File: src/hdl/uart_bridge_cfg.svh
`ifndef UART_BRIDGE_CFG_SVH
`define UART_BRIDGE_CFG_SVH

// serial timing
// clocks per serial bit, kept short for simulation
`define UB_CLKS_PER_BIT 8
// spacing of transmit strobes, a full frame plus slack
`define UB_BYTE_GAP (10 * `UB_CLKS_PER_BIT + 4)

// burst shape
`define UB_BURST_WORDS 4
`define UB_BURST_BYTES 16

// word memory
`define UB_MEM_DEPTH 256

// command opcodes
// ascii 'W'
`define UB_OP_WRITE 8'h57
// ascii 'R'
`define UB_OP_READ 8'h52

`endif

File: src/hdl/uart_bridge_pkg.sv
package uart_bridge_pkg;

    // one serial byte
    typedef logic [7:0] byte_t;
    // word address into the burst memory
    typedef logic [7:0] word_addr_t;
    // memory word, four bytes
    typedef logic [31:0] mem_word_t;

    // parser fsm
    typedef enum logic [1:0] {
        PS_IDLE,
        PS_WR_ADDR,
        PS_WR_DATA,
        PS_RD_ADDR
    } parse_state_t;

    // record kinds from parser to burst stage
    typedef enum logic [1:0] {
        CMD_NONE,
        CMD_WR_START,
        CMD_WR_BYTE,
        CMD_RD_START
    } cmd_kind_t;

    // addr valid on start records, data on byte records
    typedef struct packed {
        cmd_kind_t  kind;
        word_addr_t addr;
        byte_t      data;
    } cmd_t;

endpackage

File: src/hdl/uart_tx.sv
`timescale 1ns/1ns
`include "uart_bridge_cfg.svh"

module uart_tx
    import uart_bridge_pkg::*;
(
    input  logic  clk1,
    input  logic  rst_n,
    input  byte_t tx_byte,
    input  logic  tx_start,
    output logic  tx_line
);

    localparam int CNT_W   = $clog2(`UB_CLKS_PER_BIT);
    // start, eight data, stop
    localparam int FRAME_W = 10;

    // line is always the frame lsb, ones idle high
    logic [FRAME_W-1:0] frame;
    logic [CNT_W-1:0]   cyc_cnt;
    logic [3:0]         bit_cnt;
    logic               busy;

    assign tx_line = frame[0];

    always_ff @(posedge clk1) begin
        if (!rst_n) begin
            frame   <= '1;
            cyc_cnt <= '0;
            bit_cnt <= '0;
            busy    <= 1'b0;
        end else if (tx_start) begin
            // start bit goes out next cycle
            frame   <= {1'b1, tx_byte, 1'b0};
            cyc_cnt <= '0;
            bit_cnt <= '0;
            busy    <= 1'b1;
        end else if (busy) begin
            if (cyc_cnt == CNT_W'(`UB_CLKS_PER_BIT - 1)) begin
                cyc_cnt <= '0;
                // shift in idle ones behind the frame
                frame   <= {1'b1, frame[FRAME_W-1:1]};
                if (bit_cnt == 4'(FRAME_W - 1)) begin
                    busy <= 1'b0;
                end else begin
                    bit_cnt <= bit_cnt + 1'b1;
                end
            end else begin
                cyc_cnt <= cyc_cnt + 1'b1;
            end
        end
    end

    // upstream gap must cover a whole frame
    assert property (@(posedge clk1) disable iff (!rst_n) tx_start |-> !busy);

endmodule

File: config.mk
export PLATFORM = sky130hd
export DESIGN_NAME = uart_tx
export DESIGN_NICKNAME = d
export VERILOG_FILES = /design/src/hdl/uart_bridge_pkg.sv /design/src/hdl/uart_tx.sv
export VERILOG_INCLUDE_DIRS = /design/src /design/src/hdl
export SDC_FILE = /design/constraint.sdc
export NUM_CORES = 1
export LEC_CHECK = 0
export BUFFER_PORTS_ARGS = -buffer_cell sky130_fd_sc_hd__buf_2
export CORE_ASPECT_RATIO = 0.9
export CORE_UTILIZATION = 40
export DETAILED_ROUTE_END_ITERATION = 10
export SKIP_CTS_REPAIR_TIMING = 1
export SKIP_LAST_GASP = 1
export SYNTH_ARGS = -nofsm -noshare
export SYNTH_HDL_FRONTEND = slang
export SYNTH_SLANG_ARGS = --single-unit
File: constraint.sdc
create_clock -name clk1 -period 3.9 [get_ports clk1]
set_input_delay 0.39 -clock clk1 [delete_from_list [all_inputs] [get_ports clk1]]
set_output_delay 0.39 -clock clk1 [all_outputs]
set_load 0.02 [all_outputs]
==> Word-level counts from Yosys, hierarchy flattened <==
Cells that the tools add are included.
{ "word_totals": {"ff_bits": 17, "input_bits": 11, "output_inout_bits": 1, "wordCells": 23} }
{ "op_classes": {"addsub": 2, "n_eq_ne": 2, "mux": 8, "bitwise_logic": 2, "reduce_logical": 5} }
{ "ops": {"columns": ["cell", "count"], "rows": [
  ["9-bit 2-to-1 mux", 3],
  ["4-bit by 1-bit adder with 4-bit output (second input constant)", 1],
  ["4-bit equality test (second input constant)", 1],
  ["1-bit 2-to-1 mux", 4],
  ["2-bit nonzero test", 2],
  ["3-bit by 1-bit adder with 3-bit output (second input constant)", 1],
  ["3-bit equality test (second input constant)", 1],
  ["3-bit 2-to-1 mux", 1],
  ["3-bit AND reduction", 1],
  ["1-bit inverter", 2],
  ["2-bit AND reduction", 1],
  ["2-bit OR reduction", 1]
]} }

==> Depth between registers and ports, before layout <==
{ "depth": {"depth_word": 5, "depth_mapped": 6, "mapped_depth_nobuf": 5} }

==> Worst setup path after synthesis <==
Ideal clock, no wire load.
{ "synth_timing": {"path_type": "reg2reg", "startpoint": "reg cyc_cnt[0]", "endpoint": "reg frame[2]", "setup_ns": 0.132, "arrival_ns": 1.272, "required_time_ns": 3.768, "slack_ns": 2.496, "stages_incl_launch_ff": 7, "path_buffers": 1, "period_less_slack_ns": 1.404, "cell_sequence": "dfxtp_1 ha_1 ha_1 buf_2 and3_1 a211oi_1 o21ai_0"} }
{ "synth_via": {"elab_chain_cells": 3} }
{ "synth_lines": {"columns": ["element", "line", "rtl"], "rows": [
  ["start, declared", "uart_tx.sv:20", "logic [CNT_W-1:0] cyc_cnt;"],
  ["start signal, assigned", "uart_tx.sv:49", "cyc_cnt <= cyc_cnt + 1'b1;"],
  ["3-bit equality test", "uart_tx.sv:39", "if (cyc_cnt == CNT_W'(`UB_CLKS_PER_BIT - 1)) begin"],
  ["2-bit nonzero test (no line)", null, null],
  ["2-bit AND reduction (no line)", null, null],
  ["end signal, assigned", "uart_tx.sv:34", "frame <= {1'b1, tx_byte, 1'b0};"],
  ["end signal, assigned", "uart_tx.sv:42", "frame <= {1'b1, frame[FRAME_W-1:1]};"],
  ["end, declared", "uart_tx.sv:19", "logic [FRAME_W-1:0] frame;"]
]} }
Every way passes these cells.
A chain may end at the register's enable or synchronous reset.

==> Worst setup path after layout <==
{ "layout_timing": {"startpoint": "reg cyc_cnt[0]", "endpoint": "reg bit_cnt[0]"} }
{ "layout_via": {"elab_chain_cells": 2} }
{ "layout_lines": {"columns": ["element", "line", "rtl"], "rows": [
  ["3-bit equality test", "uart_tx.sv:39", null],
  ["3-bit AND reduction (no line)", null, null],
  ["end signal, assigned", "uart_tx.sv:46", "bit_cnt <= bit_cnt + 1'b1;"],
  ["end, declared", "uart_tx.sv:21", "logic [3:0] bit_cnt;"]
]} }
Every way passes these cells.

==> results.py <==
metrics = {
    "drt": {
        "drt.antenna.violating_nets": 0,
        "wl_per_cell_um": 11.5,
        "dr.pass1.iters": 4,
        "detail_route.iter0.violations": 16,
        "num_vias": 635,
        "post-route-drc-count": 0,
        "route.final.wire_length_um": 1410,
        "vias_per_cell": 5.20,
    },
    "floorplan": {
        "floorplan.die_area_um2": 2100,
        "die_height_um": 43.6,
        "die_w_um": 48.2,
        "io_pins": 12,
        "rows": 14,
        "initial_utilization_pct": 44.4,
        "core_region_area_um2": 1730,
    },
    "timing": {
        "post-route-period-util_pct": 48.4,
        "finalClockSkew_ns": 0.00320,
        "hold_viol_final": 0,
        "relative_max_transition_margin_pct": 71.6,
        "rsz0062_at_grt": "false",
        "finalCriticalPeriod_ns": 1.89,
        "max_clock_freq_ghz": 0.530,
        "maxSlewViolCount": 0,
        "tightest_slew_ns": 0.425,
        "setup-tns-final_ns": 0,
        "timing.final.setup_violations": 0,
    },
    "global_route": {
        "wire_length_of_the_first_global_routing_pass_um": 2390,
        "grt_usage_pct": 16.5,
        "globalRoute.totalOverflow": 0,
        "grt_antenna_before_repair": 0,
        "grt_max_degree": 16,
        "vias_in_the_first_global_route": 509,
    },
    "synthesis": {
        "syn_area_um2": 769,
        "synth_top_area_cell": "sky130_fd_sc_hd__dfxtp_1",
        "post_synth.cell_area_avg_um2": 8.65,
        "synth_enable_flop_cells": 0,
        "asyncSetResetFlopFracSynth_pct": 0,
        "synth.cells.most_frequent": "sky130_fd_sc_hd__dfxtp_1 (17), sky130_fd_sc_hd__o21ai_0 (12), sky130_fd_sc_hd__nor2_1 (11)",
        "synth-seq-area-share_pct": 44.2,
        "syn-instance-count": 89,
        "syn-num-nets": 104,
        "synth-warning-count": 0,
        "number_of_unique_standard_cell_types_used_by_synthesis": 21,
        "post_synth_main_area_contributors": "sky130_fd_sc_hd__dfxtp_1 (44%), sky130_fd_sc_hd__o21ai_0 (7.8%), sky130_fd_sc_hd__a211oi_1 (6.8%), sky130_fd_sc_hd__ha_1 (6.5%), sky130_fd_sc_hd__nor2_1 (5.4%)",
        "post-synth-top-area-fraction_pct": 44.2,
        "synthMostInstantiatedCell": "sky130_fd_sc_hd__dfxtp_1",
        "dominantRegCellSynth": "sky130_fd_sc_hd__dfxtp_1",
        "synth_seq_cells": 17,
    },
    "worst_setup_path": {
        "cp-end-kind": "flop",
        "critPathSlowestCell": "sky130_fd_sc_hd__or3_1",
        "worst_ep_arrival_time_ns": 2.11,
        "critical-path-max-stage-delay_ns": 0.44,
        "worstPathCellList": "ha_1, ha_1, nand2_1, or3_1, a21oi_1",
        "critical_path_required_ns": 4.12,
        "startpoint_type": "flop",
        "critical_path_peak_fanout": 14,
        "critPathBufInv": 0,
        "path_delay_family": "simple AND/OR/NAND/NOR gates",
        "path_class": "flop to flop",
        "cpMostUsedCell": "sky130_fd_sc_hd__ha_1",
    },
    "place": {
        "numPortBuffers": 11,
        "gp_congestion": 0.755,
        "hpwlAfterDp_um": 967,
        "placed_cells_incl_taps": 118,
    },
    "clock_network": {
        "clock-sinks": 17,
        "cts_made_buffers": 3,
        "cts_max_level": 1,
        "worst_setup_hold_path_clk_slew_ns": 0.09,
        "worstSkewPairLatency_ns": 0.29,
        "max-clock-path-buffers": 2,
        "clock_tree_from_tritoncts": "done",
        "root_buffer": "sky130_fd_sc_hd__clkbuf_4",
    },
    "power": {
        "pwr-share-clk_pct": 30.9,
        "power_switching_share_pct": 23.3,
        "sequential_power_share_pct": 61.9,
        "cell_internal_pwr_uw": 230,
        "max-vdd-ir-drop_v": 0.000199,
        "switchingPower_uw": 69.9,
        "powerDensity_nw_per_um2": 352,
        "power.combinational.fraction_pct": 7.2,
        "total_leakage_power_uw": 0.000367,
        "power.total_uw": 300,
    },
    "cells_and_area": {
        "n_antenna_cell": 0,
        "layout.core_utilization_pct": 49.1,
        "final_layout_size_suffix_gt1_share_pct": 14.3,
        "nets": 114,
        "area_delta_synth_final_pct": 10.7,
        "fin_cells": 122,
    },
    "worst_hold_path": {
        "class_of_the_tightest_hold_or_removal_check": "primary input to flop",
    },
    "run": {
        "reported_max_cap_violation_count": 0,
    },
    "run_status": {
        "run_status": "finished, final reports clean",
    },
}
-- cells in the final DEF, fill, tap and decap left out --
master                     count
sky130_fd_sc_hd__dfxtp_1      17
sky130_fd_sc_hd__o21ai_0      12
sky130_fd_sc_hd__nor2_1       11
sky130_fd_sc_hd__buf_2        11
sky130_fd_sc_hd__a211oi_1      7
sky130_fd_sc_hd__and3_1        6
sky130_fd_sc_hd__a21oi_1       5
sky130_fd_sc_hd__mux2i_1       4
sky130_fd_sc_hd__ha_1          4
sky130_fd_sc_hd__nand2_1       3
sky130_fd_sc_hd__nand3_1       3
sky130_fd_sc_hd__or3_1         3
sky130_fd_sc_hd__clkbuf_4      3
sky130_fd_sc_hd__inv_1         2
sky130_fd_sc_hd__nand4_1       2
sky130_fd_sc_hd__and3b_1       1
sky130_fd_sc_hd__a31oi_1       1
sky130_fd_sc_hd__nand2b_1      1
sky130_fd_sc_hd__nand3b_1      1
sky130_fd_sc_hd__clkbuf_1      1
-- state kept, by name, summed over array words and instances (netlist names) --
register / count
frame: 9
busy: 1
cyc_cnt: 3
bit_cnt: 4
-- worst paths after layout --
check	start	end	slack, ns	cells after the start
max reg2reg	cyc_cnt[0]	bit_cnt[0]	2.01	5
max	cyc_cnt[0]	bit_cnt[0]	2.01	5
min	tx_byte[5]	frame[6]	0.32	3
min reg2reg	frame[6]	frame[6]	0.50	2
-- cells by family (layout without fill, tap and decap cells) --
group / after synthesis / in the layout / share of synthesized area [%]
DFF: 17 / 17 / 44.2
and+or+nand+nor: 31 / 31 / 20.7
buffers and inverters: 8 / 17 / 4.72
adders and majority gates: 4 / 4 / 6.50
muxes: 4 / 4 / 5.20
AOI/OAI and AO/OA: 25 / 25 / 18.7
-- power groups by stage --
stage,clock network (µW),logic [µW],registers (µW)
after floorplan,0,14.8,188
after global placement,0,21.6,190
after detailed placement,0,21.6,190
after CTS,96.9,21.6,186
after global routing,105,24.3,187
final,92.7,21.5,186
-- worst reg2reg max path: stages (launching register included) --
cell,delay (ns)
sky130_fd_sc_hd__dfxtp_1,0.37
sky130_fd_sc_hd__ha_1,0.16
sky130_fd_sc_hd__ha_1,0.36
sky130_fd_sc_hd__nand2_1,0.35
sky130_fd_sc_hd__or3_1,0.44
sky130_fd_sc_hd__a21oi_1,0.14
-- metrics by stage --
step	cell area, µm²	setup slack (ns)	hold slack (ns)
2_1_floorplan	769	2.50	0.449
3_3_place_gp	826	2.11	0.474
3_5_place_dp	826	2.03	0.485
4_1_cts	852	1.99	0.307
5_1_grt	852	1.81	0.299
6_report	852	2.01	0.318
-- final cells by class --
type | instances | area, µm²
clock buffers | 4 | 26.3
fillers | 177 | 882
inverters | 2 | 7.51
multi-input cells | 64 | 393
flip-flops and latches | 17 | 340
well taps | 24 | 30.0
repair buffers | 11 | 55.1
-- per-layer routing --
layer | vias up | track usage [%] | wire, µm
li1 | 338 | - | -
met1 | 279 | 25.3 | 738
met2 | 14 | 19.5 | 566
met3 | 4 | 7.50 | 78
met4 | 0 | 6.67 | 23
met5 | - | 0 | 0
No activity file was read; power rests on OpenSTA's default activity.
