$ cat src/hdl/uart_bridge_cfg.svh
`ifndef UART_BRIDGE_CFG_SVH
`define UART_BRIDGE_CFG_SVH

// serial timing
// clocks per serial bit, kept short for simulation
`define UB_CLKS_PER_BIT 8
// spacing of transmit strobes, a full frame plus slack
`define UB_BYTE_GAP (10 * `UB_CLKS_PER_BIT + 4)

// burst shape
`define UB_BURST_WORDS 4
`define UB_BURST_BYTES 16

// word memory
`define UB_MEM_DEPTH 256

// command opcodes
// ascii 'W'
`define UB_OP_WRITE 8'h57
// ascii 'R'
`define UB_OP_READ 8'h52

`endif

$ cat src/hdl/uart_bridge_pkg.sv
package uart_bridge_pkg;

    // one serial byte
    typedef logic [7:0] byte_t;
    // word address into the burst memory
    typedef logic [7:0] word_addr_t;
    // memory word, four bytes
    typedef logic [31:0] mem_word_t;

    // parser fsm
    typedef enum logic [1:0] {
        PS_IDLE,
        PS_WR_ADDR,
        PS_WR_DATA,
        PS_RD_ADDR
    } parse_state_t;

    // record kinds from parser to burst stage
    typedef enum logic [1:0] {
        CMD_NONE,
        CMD_WR_START,
        CMD_WR_BYTE,
        CMD_RD_START
    } cmd_kind_t;

    // addr valid on start records, data on byte records
    typedef struct packed {
        cmd_kind_t  kind;
        word_addr_t addr;
        byte_t      data;
    } cmd_t;

endpackage

$ cat src/hdl/uart_rx.sv
`timescale 1ns/1ns
`include "uart_bridge_cfg.svh"

module uart_rx
    import uart_bridge_pkg::*;
(
    input  logic  clk1,
    input  logic  rst_n,
    input  logic  rx_line,
    output byte_t rx_byte,
    output logic  rx_valid
);

    localparam int CNT_W = $clog2(`UB_CLKS_PER_BIT);
    localparam int HALF  = `UB_CLKS_PER_BIT / 2;

    // two-flop sync plus one for edge detect
    logic             rx_sync1;
    logic             rx_sync2;
    logic             rx_prev;
    logic             busy;
    // cycles left to next sample point
    logic [CNT_W-1:0] cyc_cnt;
    // 0 start, 1..8 data, 9 stop
    logic [3:0]       bit_cnt;
    byte_t            shift_reg;

    assign rx_byte = shift_reg;

    always_ff @(posedge clk1) begin
        if (!rst_n) begin
            rx_sync1 <= 1'b1;
            rx_sync2 <= 1'b1;
            rx_prev  <= 1'b1;
            busy     <= 1'b0;
            cyc_cnt  <= '0;
            bit_cnt  <= '0;
            rx_valid <= 1'b0;
        end else begin
            rx_sync1 <= rx_line;
            rx_sync2 <= rx_sync1;
            rx_prev  <= rx_sync2;
            rx_valid <= 1'b0;
            if (!busy) begin
                // falling edge, first sample half a bit later
                if (rx_prev && !rx_sync2) begin
                    busy    <= 1'b1;
                    cyc_cnt <= CNT_W'(HALF - 1);
                    bit_cnt <= '0;
                end
            end else if (cyc_cnt != '0) begin
                cyc_cnt <= cyc_cnt - 1'b1;
            end else begin
                // mid-bit sample
                cyc_cnt <= CNT_W'(`UB_CLKS_PER_BIT - 1);
                bit_cnt <= bit_cnt + 1'b1;
                if (bit_cnt == 4'd0) begin
                    // glitch, start bit gone by mid-period
                    busy <= !rx_sync2;
                end else if (bit_cnt == 4'd9) begin
                    // stop bit, framing error drops the byte
                    busy     <= 1'b0;
                    rx_valid <= rx_sync2;
                end
            end
        end
    end

    // data bits, lsb first
    always_ff @(posedge clk1) begin
        if (busy && cyc_cnt == '0 && bit_cnt >= 4'd1 && bit_cnt <= 4'd8) begin
            shift_reg <= {rx_sync2, shift_reg[7:1]};
        end
    end

    // byte strobe is a single-cycle pulse
    assert property (@(posedge clk1) disable iff (!rst_n) rx_valid |=> !rx_valid);

endmodule

$ cat config.mk
export PLATFORM = sky130hd
export DESIGN_NAME = uart_rx
export DESIGN_NICKNAME = d
export VERILOG_FILES = /design/src/hdl/uart_bridge_pkg.sv /design/src/hdl/uart_rx.sv
export VERILOG_INCLUDE_DIRS = /design/src /design/src/hdl
export SDC_FILE = /design/constraint.sdc
export NUM_CORES = 1
export LEC_CHECK = 0
export ABC_AREA = 1
export BUFFER_PORTS_ARGS = -buffer_cell sky130_fd_sc_hd__clkbuf_2
export CAP_MARGIN = 15
export CORE_AREA = 2 2 43 45
export DETAILED_ROUTE_END_ITERATION = 6
export DIE_AREA = 0 0 45 47
export PLACE_DENSITY = 0.73
export SYNTH_ARGS = -nofsm -noshare
export SYNTH_HDL_FRONTEND = slang
export SYNTH_SLANG_ARGS = --single-unit
$ cat constraint.sdc
create_clock -name clk1 -period 2.2 [get_ports clk1]
set_clock_uncertainty 0.15 [all_clocks]
set_input_delay 0.11 -clock clk1 [delete_from_list [all_inputs] [get_ports clk1]]
set_output_delay 0.11 -clock clk1 [all_outputs]
set_load 0.03 [all_outputs]
== After elaboration in Yosys (flattened, before gate mapping) ==
Cells that the tools add are included.

* $add $sub $neg: 2
* Multiply operators: 0
* Div/mod/pow operators: 0
* Order comparisons: 2
* Equality and inequality tests: 2
* Shift-type cells: 0
* Mux-type cells: 11
* Bitwise gates (word level): 3
* Reductions and logical operators: 11

{| class="wikitable"
|+ Operator list
! kind !! count
|-
| $mux W4 || 3
|-
| $mux W3 || 3
|-
| $mux W1 || 5
|-
| $reduce_or A5 Y1 || 1
|-
| $add A4 B1 Y4 const B || 1
|-
| $eq A4 B4 Y1 const B || 1
|-
| $ge A4 B1 Y1 const B || 1
|-
| $le A4 B4 Y1 const B || 1
|-
| $logic_and A1 B1 Y1 || 4
|-
| $logic_not A4 Y1 || 1
|-
| $logic_not A3 Y1 || 1
|-
| $not A1 Y1 || 3
|-
| $reduce_bool A3 Y1 || 1
|-
| $sub A3 B1 Y3 const B || 1
|-
| $ne A2 B2 Y1 const B || 1
|-
| $reduce_and A2 Y1 || 1
|-
| $reduce_bool A2 Y1 || 1
|-
| $logic_not A1 Y1 || 1
|}

* Flip-flop bits (word level): 20
* Bits in latches: 0
* Bits in writable memories: 0
* Memory bits (read-only): 0
* Input bits: 3
* Output and inout port bits: 9
* Logic and storage cells: 39
* Memories: 0

== Longest topological paths before layout ==
* Depth after elaboration: 5
* Mapped depth: 7
* Mapped depth without buffers: 7

== Worst setup path after synthesis ==
OpenSTA, ideal clock, no wires.

* Kind: register to register
* Start point: reg cyc_cnt[0]
* End point: reg shift_reg[0], in the netlist rx_byte[0], enable pin
* Library setup time: 383 ps
* Data arrival time: 1357 ps
* Required time: 1667 ps
* Slack: 310 ps
* Stages on the path, launching flop included: 5
* Buffers on the path: 0
* Period minus slack after synthesis: 1890 ps
* Path through: dfxtp_1 -> inv_1 -> ha_1 -> nand3_4 -> nor3_1

* Word-level cells in the longest chain between the ends: 4

{| class="wikitable"
|+ RTL lines
! item !! line !! text
|-
| start: declaration || uart_rx.sv:23 || <nowiki>logic [CNT_W-1:0] cyc_cnt;</nowiki>
|-
| start signal: assignment || uart_rx.sv:48 || <nowiki>cyc_cnt <= CNT_W'(HALF - 1);</nowiki>
|-
| start signal: assignment || uart_rx.sv:52 || <nowiki>cyc_cnt <= cyc_cnt - 1'b1;</nowiki>
|-
| start signal: assignment || uart_rx.sv:55 || <nowiki>cyc_cnt <= CNT_W'(`UB_CLKS_PER_BIT - 1);</nowiki>
|-
| $logic_not A3 Y1 || uart_rx.sv:71 || <nowiki>if (busy && cyc_cnt == '0 && bit_cnt >= 4'd1 && bit_cnt <= 4'd8) begin</nowiki>
|-
| $logic_and A1 B1 Y1 (3 in a row) || uart_rx.sv:71 ||
|-
| end signal: assignment || uart_rx.sv:72 || <nowiki>shift_reg <= {rx_sync2, shift_reg[7:1]};</nowiki>
|-
| end: declaration || uart_rx.sv:26 || <nowiki>byte_t shift_reg;</nowiki>
|}

No other way between the ends.
A chain may end at the register's enable or synchronous reset.

== Final worst setup path ==
* Start point: reg cyc_cnt[0]
* End point: reg shift_reg[1], in the netlist rx_byte[1], enable pin

The elaborated chain is that of the path after synthesis.

==> run_summary.xml <==
<?xml version="1.0" encoding="UTF-8"?>
<metrics>
  <group name="floorplanning">
    <metric name="top_level_ports" unit="">12</metric>
    <metric name="die_area" unit="um^2">2120</metric>
    <metric name="initial_utilization" unit="%">51.1</metric>
    <metric name="dieWidth" unit="um">45</metric>
    <metric name="die_h" unit="um">47</metric>
    <metric name="core_area" unit="um^2">1650</metric>
    <metric name="row_count" unit="">15</metric>
  </group>
  <group name="detailed_routing">
    <metric name="antenna_left" unit="">0</metric>
    <metric name="drt-pass1-iter-count" unit="">5</metric>
    <metric name="drt-wirelength-per-cell" unit="um">11.0</metric>
    <metric name="drc" unit="">0</metric>
    <metric name="route.final.wire_length" unit="um">1320</metric>
    <metric name="initialDrtViolationCount" unit="">13</metric>
    <metric name="num_vias" unit="">605</metric>
    <metric name="avgViaCountPerCell" unit="">5.04</metric>
  </group>
  <group name="power_and_ir_drop">
    <metric name="design_power_total" unit="uW">753</metric>
    <metric name="sw_frac_of_total" unit="%">20.3</metric>
    <metric name="cell_internal_pwr" unit="uW">600</metric>
    <metric name="ir_worst_vdd" unit="V">0.000450</metric>
    <metric name="switchingPower" unit="uW">153</metric>
    <metric name="share_seq_of_total_power" unit="%">53.2</metric>
    <metric name="comb_power_share" unit="%">7.6</metric>
    <metric name="power.density" unit="nW/um^2">753</metric>
    <metric name="total_leakage_power" unit="nW">0.438</metric>
    <metric name="p_clk_share" unit="%">39.1</metric>
  </group>
  <group name="sta">
    <metric name="fin_setup_tns" unit="ns">0</metric>
    <metric name="post-route-min-period" unit="ns">1.60</metric>
    <metric name="finalSetupViolCount" unit="">0</metric>
    <metric name="max_slew.worst_pin.slew" unit="ns">0.241</metric>
    <metric name="report.final.hold_viol_count" unit="">0</metric>
    <metric name="fmaxAchievable" unit="MHz">625</metric>
    <metric name="min_period_over_period" unit="%">72.8</metric>
    <metric name="setup_ws" unit="ns">0.599</metric>
    <metric name="finalMaxSlewViolations" unit="">0</metric>
    <metric name="rsz0062_at_grt" unit="">no</metric>
    <metric name="max_slew_margin" unit="%">83.9</metric>
    <metric name="worst_hold_slack" unit="ns">0.278</metric>
  </group>
  <group name="grt">
    <metric name="grt_pass1_vias" unit="">527</metric>
    <metric name="globalRouteOverflowTotal" unit="">0</metric>
    <metric name="grt_start_max_net_pins" unit="">13</metric>
    <metric name="antenna_found_initial" unit="">0</metric>
    <metric name="globalRouteTotalUtil" unit="%">13.4</metric>
    <metric name="grt_first_pass_wirelength" unit="um">1980</metric>
  </group>
  <group name="synthesis">
    <metric name="syn-num-nets" unit="">94</metric>
    <metric name="asyncSetResetFlopFracSynth" unit="%">0</metric>
    <metric name="yosysSeqAreaShare" unit="%">56.9</metric>
    <metric name="syn-cell-area" unit="um^2">845</metric>
    <metric name="most_instantiated_flip_flop_cell_in_the_synthesis_netlist" unit="">sky130_fd_sc_hd__dfxtp_1</metric>
    <metric name="number_of_enable_type_register_cells_in_the_synthesized_netlist" unit="">8</metric>
    <metric name="synth_most_common_cell" unit="">sky130_fd_sc_hd__dfxtp_1</metric>
    <metric name="ys.warnings.count" unit="">0</metric>
    <metric name="post-synth-top-area-fraction" unit="%">28.4</metric>
    <metric name="post_synth_inst_count" unit="">85</metric>
    <metric name="post_synth_most_frequent_cells" unit="">sky130_fd_sc_hd__dfxtp_1, sky130_fd_sc_hd__inv_1, sky130_fd_sc_hd__nand2_1</metric>
    <metric name="synth.top_cells.by_area" unit="">sky130_fd_sc_hd__dfxtp_1, sky130_fd_sc_hd__edfxtp_1, sky130_fd_sc_hd__ha_1</metric>
    <metric name="synth.largest_area_cell" unit="">sky130_fd_sc_hd__dfxtp_1</metric>
    <metric name="yosys.cell_types.count" unit="">19</metric>
    <metric name="yosys_register_bits" unit="">20</metric>
    <metric name="syn_area_per_cell" unit="um^2">9.94</metric>
  </group>
  <group name="place">
    <metric name="dp.final_hpwl" unit="um">976</metric>
    <metric name="routabilityCongestion" unit="">0.798</metric>
    <metric name="port_buffers" unit="">11</metric>
    <metric name="dp_worst_setup_slack" unit="ns">0.615</metric>
  </group>
  <group name="clock_network">
    <metric name="cts.sink_count" unit="">20</metric>
    <metric name="cts_root_buffer" unit="">sky130_fd_sc_hd__clkbuf_4</metric>
    <metric name="later_pin_clock_latency_in_the_skew_report" unit="ns">0.30</metric>
    <metric name="cts.repair_timing.setup_buffer_count" unit="">0</metric>
    <metric name="clock_h_tree_levels" unit="">1</metric>
    <metric name="tritoncts.num_buffers" unit="">3</metric>
    <metric name="cts_tree" unit="">yes</metric>
    <metric name="clockBufferDepth" unit="">2</metric>
    <metric name="clk_pin_slew_worst_paths" unit="ns">0.11</metric>
  </group>
  <group name="critical_path">
    <metric name="endpoint_kind" unit="">register</metric>
    <metric name="crit_fanout" unit="">8</metric>
    <metric name="worst_ep_required_time" unit="ns">2.07</metric>
    <metric name="worst-endpoint-arrival" unit="ns">1.47</metric>
    <metric name="crit_type" unit="">reg -&gt; reg</metric>
    <metric name="cp-start-kind" unit="">register</metric>
  </group>
  <group name="layout">
    <metric name="layout.core_utilization" unit="%">60.6</metric>
    <metric name="final_layout_size_suffix_gt1_share" unit="%">23.3</metric>
    <metric name="area_growth" unit="%">18.5</metric>
    <metric name="finish.net_count" unit="">113</metric>
    <metric name="num_antenna_cells" unit="">0</metric>
  </group>
  <group name="job">
    <metric name="maxCapViolations" unit="">0</metric>
  </group>
  <group name="hold_path">
    <metric name="worstHoldPathType" unit="">reg -&gt; reg</metric>
  </group>
  <group name="outcome">
    <metric name="run_status" unit="">finished, final reports clean</metric>
  </group>
</metrics>
flip-flops by register name, indices dropped and copies added, names as in the netlist:
signal	flops
bit_cnt	4
busy	1
cyc_cnt	3
rx_byte	8
rx_prev	1
rx_sync1	1
rx_sync2	1
rx_valid	1
worst paths after layout:
kind / startpoint / end / slack, ns / depth (start not counted)
max: cyc_cnt[0]$_SDFFE_PN0P_ / rx_byte[1]$_DFFE_PP_ / 0.60 / 5
min reg2reg: rx_sync1$_SDFF_PN1_ / rx_sync2$_SDFF_PN1_ / 0.28 / 1
min: rx_sync1$_SDFF_PN1_ / rx_sync2$_SDFF_PN1_ / 0.28 / 1
max reg2reg: cyc_cnt[0]$_SDFFE_PN0P_ / rx_byte[1]$_DFFE_PP_ / 0.60 / 5
cells in the final DEF (no fill, tap or decap):
cell type                        n
sky130_fd_sc_hd__dfxtp_1        12
sky130_fd_sc_hd__nand3_1         7
sky130_fd_sc_hd__nand3_2         1
sky130_fd_sc_hd__a21oi_1         6
sky130_fd_sc_hd__nor2_1          5
sky130_fd_sc_hd__buf_4           1
sky130_fd_sc_hd__a21boi_0        1
sky130_fd_sc_hd__clkbuf_4        3
sky130_fd_sc_hd__inv_2           4
sky130_fd_sc_hd__nand2_2         1
sky130_fd_sc_hd__edfxtp_1        8
sky130_fd_sc_hd__nand2_1        11
sky130_fd_sc_hd__nand3_4         1
sky130_fd_sc_hd__dlygate4sd3_1   2
sky130_fd_sc_hd__nor4_2          1
sky130_fd_sc_hd__inv_1          11
sky130_fd_sc_hd__o21ai_0         1
sky130_fd_sc_hd__bufinv_16       1
sky130_fd_sc_hd__o21ai_1         4
sky130_fd_sc_hd__or2_1           2
sky130_fd_sc_hd__nor3_1          2
sky130_fd_sc_hd__and3_1          1
sky130_fd_sc_hd__ha_1            6
sky130_fd_sc_hd__clkbuf_2       11
critical path, stage by stage (launching register included):
cell,delay (ns)
sky130_fd_sc_hd__dfxtp_1,0.34
sky130_fd_sc_hd__inv_1,0.08
sky130_fd_sc_hd__ha_1,0.21
sky130_fd_sc_hd__nand3_4,0.14
sky130_fd_sc_hd__nor3_1,0.21
sky130_fd_sc_hd__buf_4,0.19
per-stage QoR:
| step | area, um^2 | std cells |
|---|---|---|
| floorplan | 845 | 85 |
| global placement | 928 | 114 |
| detailed placement | 928 | 114 |
| CTS | 1000 | 120 |
| global route | 1000 | 120 |
| finish | 1000 | 120 |
layer usage:
| layer | share of wire, % | GRT usage, % |
|---|---|---|
| met1 | 45 | 14.1 |
| met3 | 4.8 | 3.46 |
| met4 | 2.7 | 8.82 |
| met5 | 0 | 0 |
| met2 | 47 | 23.7 |
power by group through the flow:
stage / Combinational (mW) / Sequential [mW] / Clock, mW
2_1_floorplan: 0.0402 / 0.410 / 0
3_3_place_gp: 0.0526 / 0.409 / 0
3_5_place_dp: 0.0542 / 0.409 / 0
4_1_cts: 0.0577 / 0.401 / 0.300
5_1_grt: 0.0646 / 0.403 / 0.311
6_report: 0.0574 / 0.401 / 0.295
repair_timing:
| action | in CTS | in global routing |
|---|---|---|
| endpoints found under the setup margin | 0 | 0 |
| gates resized for setup | 0 | 0 |
| hold buffers | 2 | 0 |
| hold endpoints to repair | 4 | 0 |
final cells by class:
type	instances	area [um^2]
multi-input combinational	50	308
timing repair buffer	14	82.6
tap	17	21.3
inverter	15	56.3
sequential	20	480
clock inverter	1	30.0
clock buffer	3	22.5
fill	145	651
cells by family after synthesis:
group | count (synthesis) | synth area share (%)
compound gates | 12 | 7.41
simple gates | 32 | 20.1
fa+ha+maj | 6 | 8.89
flops | 20 | 56.9
buf+inv | 15 | 6.67
Power figures use the tool's default switching activity.
