==> src/hdl/uart_bridge_cfg.svh <==
`ifndef UART_BRIDGE_CFG_SVH
`define UART_BRIDGE_CFG_SVH

// serial timing
// clocks per serial bit, kept short for simulation
`define UB_CLKS_PER_BIT 8
// spacing of transmit strobes, a full frame plus slack
`define UB_BYTE_GAP (10 * `UB_CLKS_PER_BIT + 4)

// burst shape
`define UB_BURST_WORDS 4
`define UB_BURST_BYTES 16

// word memory
`define UB_MEM_DEPTH 256

// command opcodes
// ascii 'W'
`define UB_OP_WRITE 8'h57
// ascii 'R'
`define UB_OP_READ 8'h52

`endif

==> src/hdl/uart_bridge_pkg.sv <==
package uart_bridge_pkg;

    // one serial byte
    typedef logic [7:0] byte_t;
    // word address into the burst memory
    typedef logic [7:0] word_addr_t;
    // memory word, four bytes
    typedef logic [31:0] mem_word_t;

    // parser fsm
    typedef enum logic [1:0] {
        PS_IDLE,
        PS_WR_ADDR,
        PS_WR_DATA,
        PS_RD_ADDR
    } parse_state_t;

    // record kinds from parser to burst stage
    typedef enum logic [1:0] {
        CMD_NONE,
        CMD_WR_START,
        CMD_WR_BYTE,
        CMD_RD_START
    } cmd_kind_t;

    // addr valid on start records, data on byte records
    typedef struct packed {
        cmd_kind_t  kind;
        word_addr_t addr;
        byte_t      data;
    } cmd_t;

endpackage

==> src/hdl/cmd_parser.sv <==
`timescale 1ns/1ns
`include "uart_bridge_cfg.svh"

module cmd_parser
    import uart_bridge_pkg::*;
(
    input  logic  clk1,
    input  logic  rst_n,
    input  byte_t rx_byte,
    input  logic  rx_valid,
    output cmd_t  cmd
);

    // one spare bit so an overrun is visible
    localparam int CNT_W = $clog2(`UB_BURST_BYTES) + 1;

    parse_state_t     state;
    // data bytes taken so far in this burst
    logic [CNT_W-1:0] data_cnt;

    //////////////////////////////////////////////////
    // command fsm
    //////////////////////////////////////////////////

    always_ff @(posedge clk1) begin
        if (!rst_n) begin
            state    <= PS_IDLE;
            data_cnt <= '0;
            cmd.kind <= CMD_NONE;
        end else begin
            // records last one cycle
            cmd.kind <= CMD_NONE;
            if (rx_valid) begin
                case (state)
                    PS_IDLE: begin
                        // unknown opcodes fall through
                        if (rx_byte == `UB_OP_WRITE) begin
                            state <= PS_WR_ADDR;
                        end else if (rx_byte == `UB_OP_READ) begin
                            state <= PS_RD_ADDR;
                        end
                    end
                    PS_WR_ADDR: begin
                        // addr field holds through the byte records
                        cmd.kind <= CMD_WR_START;
                        cmd.addr <= rx_byte;
                        data_cnt <= '0;
                        state    <= PS_WR_DATA;
                    end
                    PS_WR_DATA: begin
                        cmd.kind <= CMD_WR_BYTE;
                        cmd.data <= rx_byte;
                        if (data_cnt == CNT_W'(`UB_BURST_BYTES - 1)) begin
                            data_cnt <= '0;
                            state    <= PS_IDLE;
                        end else begin
                            data_cnt <= data_cnt + 1'b1;
                        end
                    end
                    PS_RD_ADDR: begin
                        cmd.kind <= CMD_RD_START;
                        cmd.addr <= rx_byte;
                        state    <= PS_IDLE;
                    end
                    default: begin
                        state <= PS_IDLE;
                    end
                endcase
            end
        end
    end

    // count only runs inside a data phase and stays below a burst
    assert property (@(posedge clk1) disable iff (!rst_n)
        (data_cnt != '0) |-> (state == PS_WR_DATA && data_cnt < CNT_W'(`UB_BURST_BYTES)));

endmodule

==> config.mk <==
export PLATFORM = sky130hd
export DESIGN_NAME = cmd_parser
export DESIGN_NICKNAME = d
export VERILOG_FILES = /design/src/hdl/uart_bridge_pkg.sv /design/src/hdl/cmd_parser.sv
export VERILOG_INCLUDE_DIRS = /design/src /design/src/hdl
export SDC_FILE = /design/constraint.sdc
export NUM_CORES = 1
export LEC_CHECK = 0
export ABC_AREA = 1
export BUFFER_PORTS_ARGS = -buffer_cell sky130_fd_sc_hd__buf_2
export CAP_MARGIN = 20
export CORE_MARGIN = 3
export CORE_UTILIZATION = 53
export DETAILED_ROUTE_END_ITERATION = 10
export PLACE_DENSITY = 0.81
export SYNTH_ARGS = -nofsm -noshare
export SYNTH_HDL_FRONTEND = slang
export SYNTH_SLANG_ARGS = --single-unit
==> constraint.sdc <==
create_clock -name clk1 -period 2.7 [get_ports clk1]
set_input_delay 0.81 -clock clk1 [delete_from_list [all_inputs] [get_ports clk1]]
set_output_delay 0.81 -clock clk1 [all_outputs]
set_load 0.05 [all_outputs]
Word-level counts from Yosys, hierarchy flattened. Index checks and enable logic that the tools add are counted.

Equality and inequality tests: 8. Reductions and logical operators: 8. $add $sub $neg: 1. Multiplexer cells: 7.

Operators with widths (number): $eq A8 B7 Y1 const B (2); $pmux W5 S2 (1); $reduce_and A3 Y1 (3); $pmux W2 S4 (1); $mux W2 (3); $pmux W2 S3 (1); $add A5 B1 Y5 const B (1); $eq A5 B4 Y1 const B (1); $mux W5 (1); $eq A2 B2 Y1 const B (2); $reduce_and A2 Y1 (2); $ne A3 B3 Y1 const B (1); $eq A2 B1 Y1 const B (1); $logic_not A2 Y1 (1); $ne A2 B2 Y1 const B (1); $reduce_bool A2 Y1 (1); $reduce_or A2 Y1 (1).

Register bits after elaboration: 25. Input bits: 11.

Logic depth before layout (Yosys ltp). Gate-level depths: netlist (run 1).

Word-level depth: 4. Depth in mapped cells: 9.

Worst setup path after synthesis (run 1). OpenSTA, ideal clock, no wires.

Kind: input -> register. From: input port rst_n. To: register cmd[10] (netlist bit), enable pin. Data arrival time: 1282 ps. Stages: 2. Path slack: 1048 ps. Setup time: 370 ps. Required time: 2330 ps. Path through: nand2_1 nor2_1.

Word-level cells in the longest chain between the ends: 1.

RTL lines: from (decl) (line cmd_parser.sv:8) `input logic rst_n,`; $reduce_and A3 Y1 (no source line); to (decl) (line cmd_parser.sv:11) `output cmd_t cmd`.

No other way between the ends. A chain may end at the register's enable or synchronous reset.

Worst setup path after layout (run 1).
From: register cmd[14] (netlist bit). To: output port cmd[14] (netlist bit).

No word-level cell between the ends.

==> results by group, run 1 <==
Status
  – Outcome: complete, no violations

Yosys
  – Synth Area in Compound Gates: 3.56%
  – Post-synthesis cell type count: 15
  – Area leader, netlist: edfxtp_1
  – Most used DFF post-synth: edfxtp_1
  – Mux share of post-synthesis cell area: 0%
  – EDFF count, synth: 16
  – Post-Syn Area: 1020 um2
  – Most common cell in the synthesized netlist: nand2_1
  – Yosys top cell area share: 47.1%
  – Cell count after synthesis: 96
  – Largest family of logic cells by synthesized area: simple AND/OR/NAND/NOR gates
  – Post-Synth Simple-Gate Area: 17.1%
  – Synth warnings: 0
  – Synth cell count leaders: 18 x nand2_1, 16 x edfxtp_1, 15 x inv_1, 15 x nor2_1, 9 x dfxtp_1
  – Sequential-to-total area share from yosys stat: 64.8%
  – Post-synthesis xor/xnor area fraction: 1.72%
  – Post-synthesis adder-cell area fraction: 7.36%
  – Top post-synthesis cells by area: edfxtp_1 47%, dfxtp_1 18%, ha_1 7.4%
  – Avg Cell Area, Syn: 10.6 um2
  – Asr flop ratio synth: 0%
  – Syn nets: 113
  – Yosys reg bits: 25

Timing
  – Setup ws final: 966 ps
  – Period utilisation layout: 64.2%
  – Fmax: 577 MHz
  – Fin crit period: 1730 ps
  – Slew @ Worst Pin: 669 ps
  – Slew headroom: 55.2%
  – Count of final hold-check violations: 0
  – RSZ-0062 raised after global routing: no
  – Finish-stage setup viols: 0
  – Pins Over Slew Limit: 0
  – Setup_tns: 0 ps
  – Post-Route Skew: 9.63 ps

Setup path
  – CP bufs+invs: 1
  – Critical path's top delay family: flip-flops
  – Worst r2r path cells: 4
  – Slowest CP cell: edfxtp_1
  – WS Path Type: reg2out
  – Critical Path Source: cmd[14]
  – Flop-to-flop setup slack: 980 ps
  – Worst EP required: 1890 ps
  – Worst Setup End Kind: primary output
  – Cell-by-cell trace of the critical path: buf_2
  – CP Launch Type: flop
  – RR Endpoint: cmd[7]
  – FF-to-FF Start: state[0]
  – Crit Path Max Fanout: 1
  – Worst path arrival time: 920 ps
  – Critical path's largest stage delay: 400 ps

Detailed routing
  – Via count: 704
  – Post-DRT Antenna Nets: 0
  – Pre-antenna DRT Iters: 4
  – Via density: 4.60
  – Final WL: 1660 um
  – Drt drc: 0
  – Number of DRC markers in iteration 0: 3
  – Post-DR wirelength/cell: 10.8 um

Pwr
  – Maximum VDD drop: 0.000365 V
  – P per Cell Area: 550 nW/um2
  – Total Power: 670 uW
  – Leakage: 0.000547 uW

Cells and area
  – Synthesis-to-layout area growth: 19.4%
  – Nets: 146
  – Ratio of cells with drive above 1 in the final layout: 28.1%
  – Fin cells: 153
  – # diodes: 0

Global route
  – Antenna violations before repair: 0
  – Total congestion overflow: 0
  – First-pass GRT wire length: 2650 um
  – Vias in the first global route: 641
  – Global Route Usage Sum: 14.1%
  – Largest net degree at the start of global routing: 14

CTS
  – Post-cts sizing count: 0
  – # hold bufs at CTS: 0
  – CTS tree: built
  – H-tree depth: 1
  – Inserted Clock Buffers: 3
  – Max Root-Sink Buffers: 2
  – Reg clk slew, reported paths: 130 ps
  – Post-CTS Setup Repair Bufs: 0
  – Clk root buf: clkbuf_4
  – Clk_lat worst skew: 300 ps
  – Clock sinks: 25

Floorplan
  – Die ar.: 2490 um2
  – Die Y: 49.9 um
  – FP Rows: 15
  – Boundary Pins: 29
  – Initial Util: 57.8%
  – Die Wd: 49.9 um
  – Std-Cell Core Area: 1760 um2

Placed design
  – # port buffers: 28
  – Setup WS pre-CTS: 711 ps
  – DP Cell Count: 149
  – Detail Placement HPWL: 1320 um
  – GPL Wtd Cong: 0.750

Worst hold path
  – Worst hold path class: reg2reg
  – Hold endpoint: data_cnt[4]
  – Hold Crit Start: data_cnt[4]
  – Worst Hold Path Cells: 2

Job
  – Max Cap Viol: 0
==> kinds of logic (layout without fill, tap and decap cells) <==
kind of cell               Yosys count  after routing
AOI/OAI and AO/OA                    6              6
xor gates and xnor gates             2              2
adders and majority gates            6              6
buffers and inverters               15             47
DFF                                 25             25
and+or+nand+nor                     42             42
==> through the flow <==
| stage | hold WS (ps) | cell area (um2) | util (%) |
|---|---|---|---|
| 5_1_grt | 501 | 1220 | 69.0 |
| 3_3_place_gp | 448 | 1190 | 67.5 |
| 2_1_floorplan | 433 | 1020 | - |
| 3_5_place_dp | 446 | 1190 | 67.5 |
| 4_1_cts | 465 | 1220 | 69.0 |
| 6_report | 461 | 1220 | 69.0 |
==> worst max path at each step <==
stage / slack, ps / end / depth (start not counted)
2_1_floorplan: 1050 / cmd[10] / 2
4_1_cts: 950 / cmd[14] / 1
3_3_place_gp: 740 / cmd[6] / 3
5_1_grt: 830 / cmd[2] / 4
6_report: 970 / cmd[14] / 1
3_5_place_dp: 710 / cmd[4] / 3
==> power by group <==
part | switching, uW | total (uW) | internal [uW] | leakage, uW
clock network | 96.9 | 154 | 57.5 | 0.0000150
registers | 5.12 | 422 | 417 | 0.000217
logic | 63.8 | 92.9 | 29.1 | 0.000315
total | 166 | 670 | 504 | 0.000547
==> routing by layer <==
metal,vias up,global-route usage (%),part of all wire [%]
met5,-,0,0
met2,28,26.2,50
met3,2,3.63,6.8
met4,0,4.15,0.60
li1,370,-,-
met1,304,15.4,43
==> layout make-up <==
type / count / area (um2)
Multi-Input combinational cell: 56 / 303
Sequential cell: 25 / 661
Inverter: 15 / 56.3
Fill cell: 158 / 547
Tap cell: 25 / 31.3
Clock buffer: 4 / 26.3
Timing Repair Buffer: 28 / 140
==> flip-flops by register name, indices dropped and copies added (netlist names) <==
signal	cells
cmd	18
data_cnt	5
state	2
==> layout by cell type (no fill, tap or decap) <==
cell / count
a211oi_1: 1
a21oi_1: 2
buf_2: 28
clkbuf_1: 1
clkbuf_4: 3
dfxtp_1: 9
edfxtp_1: 16
ha_1: 6
inv_1: 15
nand2_1: 18
nand2_2: 3
nand3_1: 4
nor2_1: 15
nor2_2: 1
nor3_1: 1
o21ai_0: 2
o21ai_2: 1
xor2_1: 2
(Power assumes the default switching activity.)
==> run 2, diff against run 1 <==
--- a/config.mk
+++ b/config.mk
@@ -10,9 +10,9 @@
 export BUFFER_PORTS_ARGS = -buffer_cell sky130_fd_sc_hd__buf_2
 export CAP_MARGIN = 20
 export CORE_MARGIN = 3
-export CORE_UTILIZATION = 53
+export CORE_UTILIZATION = 49
 export DETAILED_ROUTE_END_ITERATION = 10
-export PLACE_DENSITY = 0.81
+export PLACE_DENSITY = 0.76
 export SYNTH_ARGS = -nofsm -noshare
 export SYNTH_HDL_FRONTEND = slang
 export SYNTH_SLANG_ARGS = --single-unit
==> constraint.sdc (replaced) <==
create_clock -name clk1 -period 1.74 [get_ports clk1]
set_input_delay 0.522 -clock clk1 [delete_from_list [all_inputs] [get_ports clk1]]
set_output_delay 0.522 -clock clk1 [all_outputs]
set_load 0.05 [all_outputs]
==> results by group, run 2 (synthesis results as in run 1) <==
Status
  – Outcome: complete, no violations

Setup path
  – Critical path's largest stage delay: 340 ps
  – Worst r2r path cells: 5
  – CP bufs+invs: 1
  – Worst Setup End Kind: primary output
  – Slowest CP cell: edfxtp_1
  – Crit Path Max Fanout: 1
  – Worst path arrival time: 900 ps
  – WS Path Type: reg2out
  – Critical path's top delay family: flip-flops
  – Worst EP required: 1220 ps
  – Cell-by-cell trace of the critical path: buf_2
  – CP Launch Type: flop
  – Critical path depth: 1

Timing
  – Setup ws final: 319 ps
  – Slew headroom: 84.1%
  – Period utilisation layout: 81.6%
  – Setup_tns: 0 ps
  – Post-Route Skew: 7.10 ps
  – RSZ-0062 raised after global routing: no
  – Hold_ws: 415 ps
  – Count of final hold-check violations: 0
  – Slew @ Worst Pin: 236 ps
  – Fin crit period: 1420 ps
  – Fmax: 704 MHz
  – Finish-stage setup viols: 0
  – Pins Over Slew Limit: 0

Floorplan
  – Std-Cell Core Area: 1840 um2
  – Die Y: 51.6 um
  – Boundary Pins: 29
  – Die ar.: 2660 um2
  – Initial Util: 55.4%
  – Die Wd: 51.6 um
  – FP Rows: 15

Placed design
  – # port buffers: 28
  – Dpl cell area: 1210 um2
  – Setup WS pre-CTS: 361 ps
  – Detail Placement HPWL: 1160 um
  – GPL Wtd Cong: 0.705

Cells and area
  – # diodes: 0
  – Most frequent cells in the layout: 28 x buf_2, 18 x nand2_1, 16 x edfxtp_1
  – Max FFs per register: 18
  – Top reg by flops: cmd
  – Most common cell after layout, fill and taps aside: buf_2
  – Top flop regs: cmd: 18 flops, data_cnt: 5 flops, state: 2 flops
  – Synthesis-to-layout area growth: 20.9%
  – Filler cell count in the final layout: 162
  – Area occupied by multi-input gates: 303 um2
  – Sequential cell area: 661 um2
  – Ratio of cells with drive above 1 in the final layout: 29.2%
  – Nets: 148
  – Final Cell Area: 1230 um2

Detailed routing
  – Via count: 686
  – Post-DR wirelength/cell: 9.35 um
  – Drt drc: 0
  – Number of DRC markers in iteration 0: 11
  – Pre-antenna DRT Iters: 2
  – Final WL: 1450 um
  – Via density: 4.43
  – Post-DRT Antenna Nets: 0

Pwr
  – P per Cell Area: 842 nW/um2
  – Leakage: 0.000558 uW
  – Maximum VDD drop: 0.000651 V

CTS
  – Clk_lat worst skew: 300 ps
  – Max Root-Sink Buffers: 2
  – Post-CTS Setup Repair Bufs: 0
  – Reg clk slew, reported paths: 120 ps
  – Clk root buf: clkbuf_4
  – # hold bufs at CTS: 0
  – H-tree depth: 1
  – CTS tree: built
  – Clock sinks: 25
  – Inserted Clock Buffers: 3
  – Post-cts sizing count: 0

Global route
  – Largest net degree at the start of global routing: 14
  – Total congestion overflow: 0
  – Global Route Usage Sum: 11.9%
  – First-pass GRT wire length: 2370 um
  – Vias in the first global route: 601
  – Antenna violations before repair: 0

Worst hold path
  – Worst hold path class: in2reg
  – Worst Hold Path Cells: 1

Job
  – Max Cap Viol: 0
## run 2: changes by cell type in the layout (fill, tap and decap cells not counted), sizes merged
cell  change
buf       +2
## run 2: through the flow
stage          instances  utilization (%)  power [uW]
2_1_floorplan         96                -         771
3_3_place_gp         151             65.6         812
3_5_place_dp         151             65.6         813
4_1_cts              155             67.0        1050
5_1_grt              155             67.0        1090
6_report             155             67.0        1040
## run 2: worst paths after layout
check	slack [ps]	start	end
max	320	cmd[15]	cmd[15]
min	410	rx_byte[4]	cmd[12]
max reg2reg	340	state[0]	cmd[1]
min reg2reg	470	data_cnt[4]	data_cnt[4]
## run 2: layer usage
layer	part of all wire (%)	up-vias	GRT usage (%)	routed length, um
li1	-	371	-	-
met1	45	289	14.1	658
met2	46	24	21.2	664
met3	7.5	2	2.58	109
met4	1.2	0	3.93	17
met5	0	-	0	0
## run 2: final cells by class
type | instances | area share, %
well taps | 25 | 2.54
repair buffers | 30 | 12.6
clock buffers | 4 | 2.13
inverters | 15 | 4.57
multi-input cells | 56 | 24.6
flip-flops and latches | 25 | 53.6
## run 2: power breakdown
part / internal (uW) / leakage (uW) / switching (uW)
sequential: 647 / 0.000217 / 7.90
combinational: 46.8 / 0.000326 / 96.9
clock: 89.3 / 0.0000150 / 149
==> run 3, diff against run 2 <==
--- a/config.mk
+++ b/config.mk
@@ -10,9 +10,9 @@
 export BUFFER_PORTS_ARGS = -buffer_cell sky130_fd_sc_hd__buf_2
 export CAP_MARGIN = 20
 export CORE_MARGIN = 3
-export CORE_UTILIZATION = 49
+export CORE_UTILIZATION = 44
 export DETAILED_ROUTE_END_ITERATION = 10
-export PLACE_DENSITY = 0.76
+export PLACE_DENSITY = 0.72
 export SYNTH_ARGS = -nofsm -noshare
 export SYNTH_HDL_FRONTEND = slang
 export SYNTH_SLANG_ARGS = --single-unit
==> constraint.sdc (replaced) <==
create_clock -name clk1 -period 1.1 [get_ports clk1]
set_input_delay 0.33 -clock clk1 [delete_from_list [all_inputs] [get_ports clk1]]
set_output_delay 0.33 -clock clk1 [all_outputs]
set_load 0.05 [all_outputs]
==> results by group, run 3 (synthesis results as in run 1) <==
Setup path
  – CP bufs+invs: 2
  – Crit Path Max Fanout: 4
  – CP Launch Type: flop
  – Cell-by-cell trace of the critical path: inv_4 -> buf_4 -> ha_1 -> nand2_1 -> o21ai_0 -> nor2_1 -> nor2_1
  – Most numerous cell on the critical path: nor2_1
  – Worst path arrival time: 1540 ps
  – Critical path's largest stage delay: 400 ps
  – Worst Setup End Kind: flop
  – WS Path Type: reg2reg
  – Slowest CP cell: dfxtp_4
  – Worst EP required: 1310 ps
  – Critical path's top delay family: flip-flops

Global route
  – Vias in the first global route: 817
  – First-pass GRT wire length: 3330 um
  – Global Route Usage Sum: 16.2%
  – Antenna violations before repair: 0
  – Total congestion overflow: 0
  – Largest net degree at the start of global routing: 15

Pwr
  – Sequential share of power: 55.9%
  – Clock power frac: 20.1%
  – Maximum VDD drop: 0.000748 V
  – Switching Share: 27.1%
  – Net Switching: 510 uW
  – Logic pwr share: 24.0%
  – P per Cell Area: 1110 nW/um2
  – Int Pwr: 1370 uW
  – Leakage: 0.000724 uW

Timing
  – Post-Route Skew: 1.45 ps
  – Count of final hold-check violations: 0
  – Slew @ Worst Pin: 249 ps
  – Fin crit period: 1330 ps
  – RSZ-0062 raised after global routing: yes
  – Setup ws final: -229 ps
  – Finish-stage setup viols: 41
  – Slew headroom: 83.3%
  – Pins Over Slew Limit: 0
  – Period utilisation layout: 121%
  – Fmax: 752 MHz

Cells and area
  – Top flop regs: cmd: 18 flops, data_cnt: 5 flops, state: 2 flops
  – Synthesis-to-layout area growth: 66.5%
  – Fin cells: 177
  – Top reg by flops: cmd
  – Ratio of cells with drive above 1 in the final layout: 58.0%
  – Most frequent cells in the layout: 19 x buf_4, 18 x buf_6, 16 x edfxtp_1
  – # diodes: 0
  – Finished Core Util: 81.6%
  – Max FFs per register: 18
  – Final Cell Area: 1700 um2
  – Most common cell after layout, fill and taps aside: buf_4
  – Nets: 168

Detailed routing
  – Final WL: 2200 um
  – Post-DR wirelength/cell: 12.5 um
  – Pre-antenna DRT Iters: 4
  – Drt drc: 0
  – Via density: 4.69
  – Number of DRC markers in iteration 0: 11
  – Via count: 831
  – Post-DRT Antenna Nets: 0

CTS
  – Clock sinks: 25
  – Inserted Clock Buffers: 3
  – Clk root buf: clkbuf_4
  – H-tree depth: 1
  – Max Root-Sink Buffers: 2
  – CTS tree: built
  – Clk_lat worst skew: 300 ps
  – Reg clk slew, reported paths: 120 ps

Floorplan
  – Std-Cell Core Area: 2080 um2
  – Die Y: 54.1 um
  – Boundary Pins: 29
  – Die Wd: 54.1 um
  – Initial Util: 49.0%
  – Die ar.: 2930 um2
  – FP Rows: 16

Placed design
  – # port buffers: 28
  – GPL Wtd Cong: 0.802
  – Detail Placement HPWL: 1580 um
  – Setup WS pre-CTS: -142 ps
  – DP Cell Count: 168
  – Dpl cell area: 1390 um2

Status
  – Outcome: finished with violations
  – Failing checks: setup timing

Worst hold path
  – Worst hold path class: in2reg

Job
  – Max Cap Viol: 0
[run 3: cell types whose count changed in the layout (fill, tap and decap cells not counted), sizes merged]
cell | previous run | this run
buf | 30 | 50
clkinv | 0 | 1
clkbuf | 4 | 3
[run 3: routing by layer]
metal | up-vias | global-route usage, % | share of wire (%)
met3 | 4 | 2.49 | 5.4
li1 | 413 | - | -
met4 | 0 | 6.22 | 1.7
met5 | - | 0 | 0
met1 | 386 | 17.9 | 41
met2 | 28 | 30.3 | 52
[run 3: through the flow]
| stage | hold slack [ps] | TNS [ps] | total power (uW) |
|---|---|---|---|
| CTS | 226 | -3880 | 1820 |
| global route | 212 | -5950 | 1990 |
| detailed placement | 456 | -2670 | 1400 |
| global placement | 453 | -1850 | 1380 |
| finish | 231 | -4150 | 1880 |
| floorplan | 429 | -502 | 1260 |
[run 3: cell type report]
type                    instances  area, um2
clock inverters                 1       5.00
inverters                      15       68.8
flip-flops and latches         25        673
clock buffers                   3       22.5
well taps                      27       33.8
fillers                       125        384
multi-input cells              56        449
repair buffers                 50        445
[run 3: worst paths after layout]
check | slack, ps | endpoint | startpoint | depth (start not counted)
max reg2reg | -230 | state[1] | state[1] | 7
max | -230 | state[1] | state[1] | 7
min | 230 | cmd[7] | rx_byte[7] | 1
min reg2reg | 470 | data_cnt[4] | data_cnt[4] | 2
[run 3: power groups by stage]
stage,Sequential (uW),Combinational [uW],Clock [uW]
final,1050,452,378
after global routing,1050,488,444
after CTS,1060,375,389
after detailed placement,1070,330,0
after global placement,1060,318,0
after floorplan,1110,157,0
[run 3: timing repair]
| item | in CTS | in global routing |
|---|---|---|
| pin swaps | 6 | 3 |
| setup buffers | 3 | 3 |
| endpoints found under the hold margin | 0 | 0 |
| hold buffers | 0 | 0 |
| gates resized for setup | 57 | 11 |
| endpoints found under the setup margin | 41 | 42 |
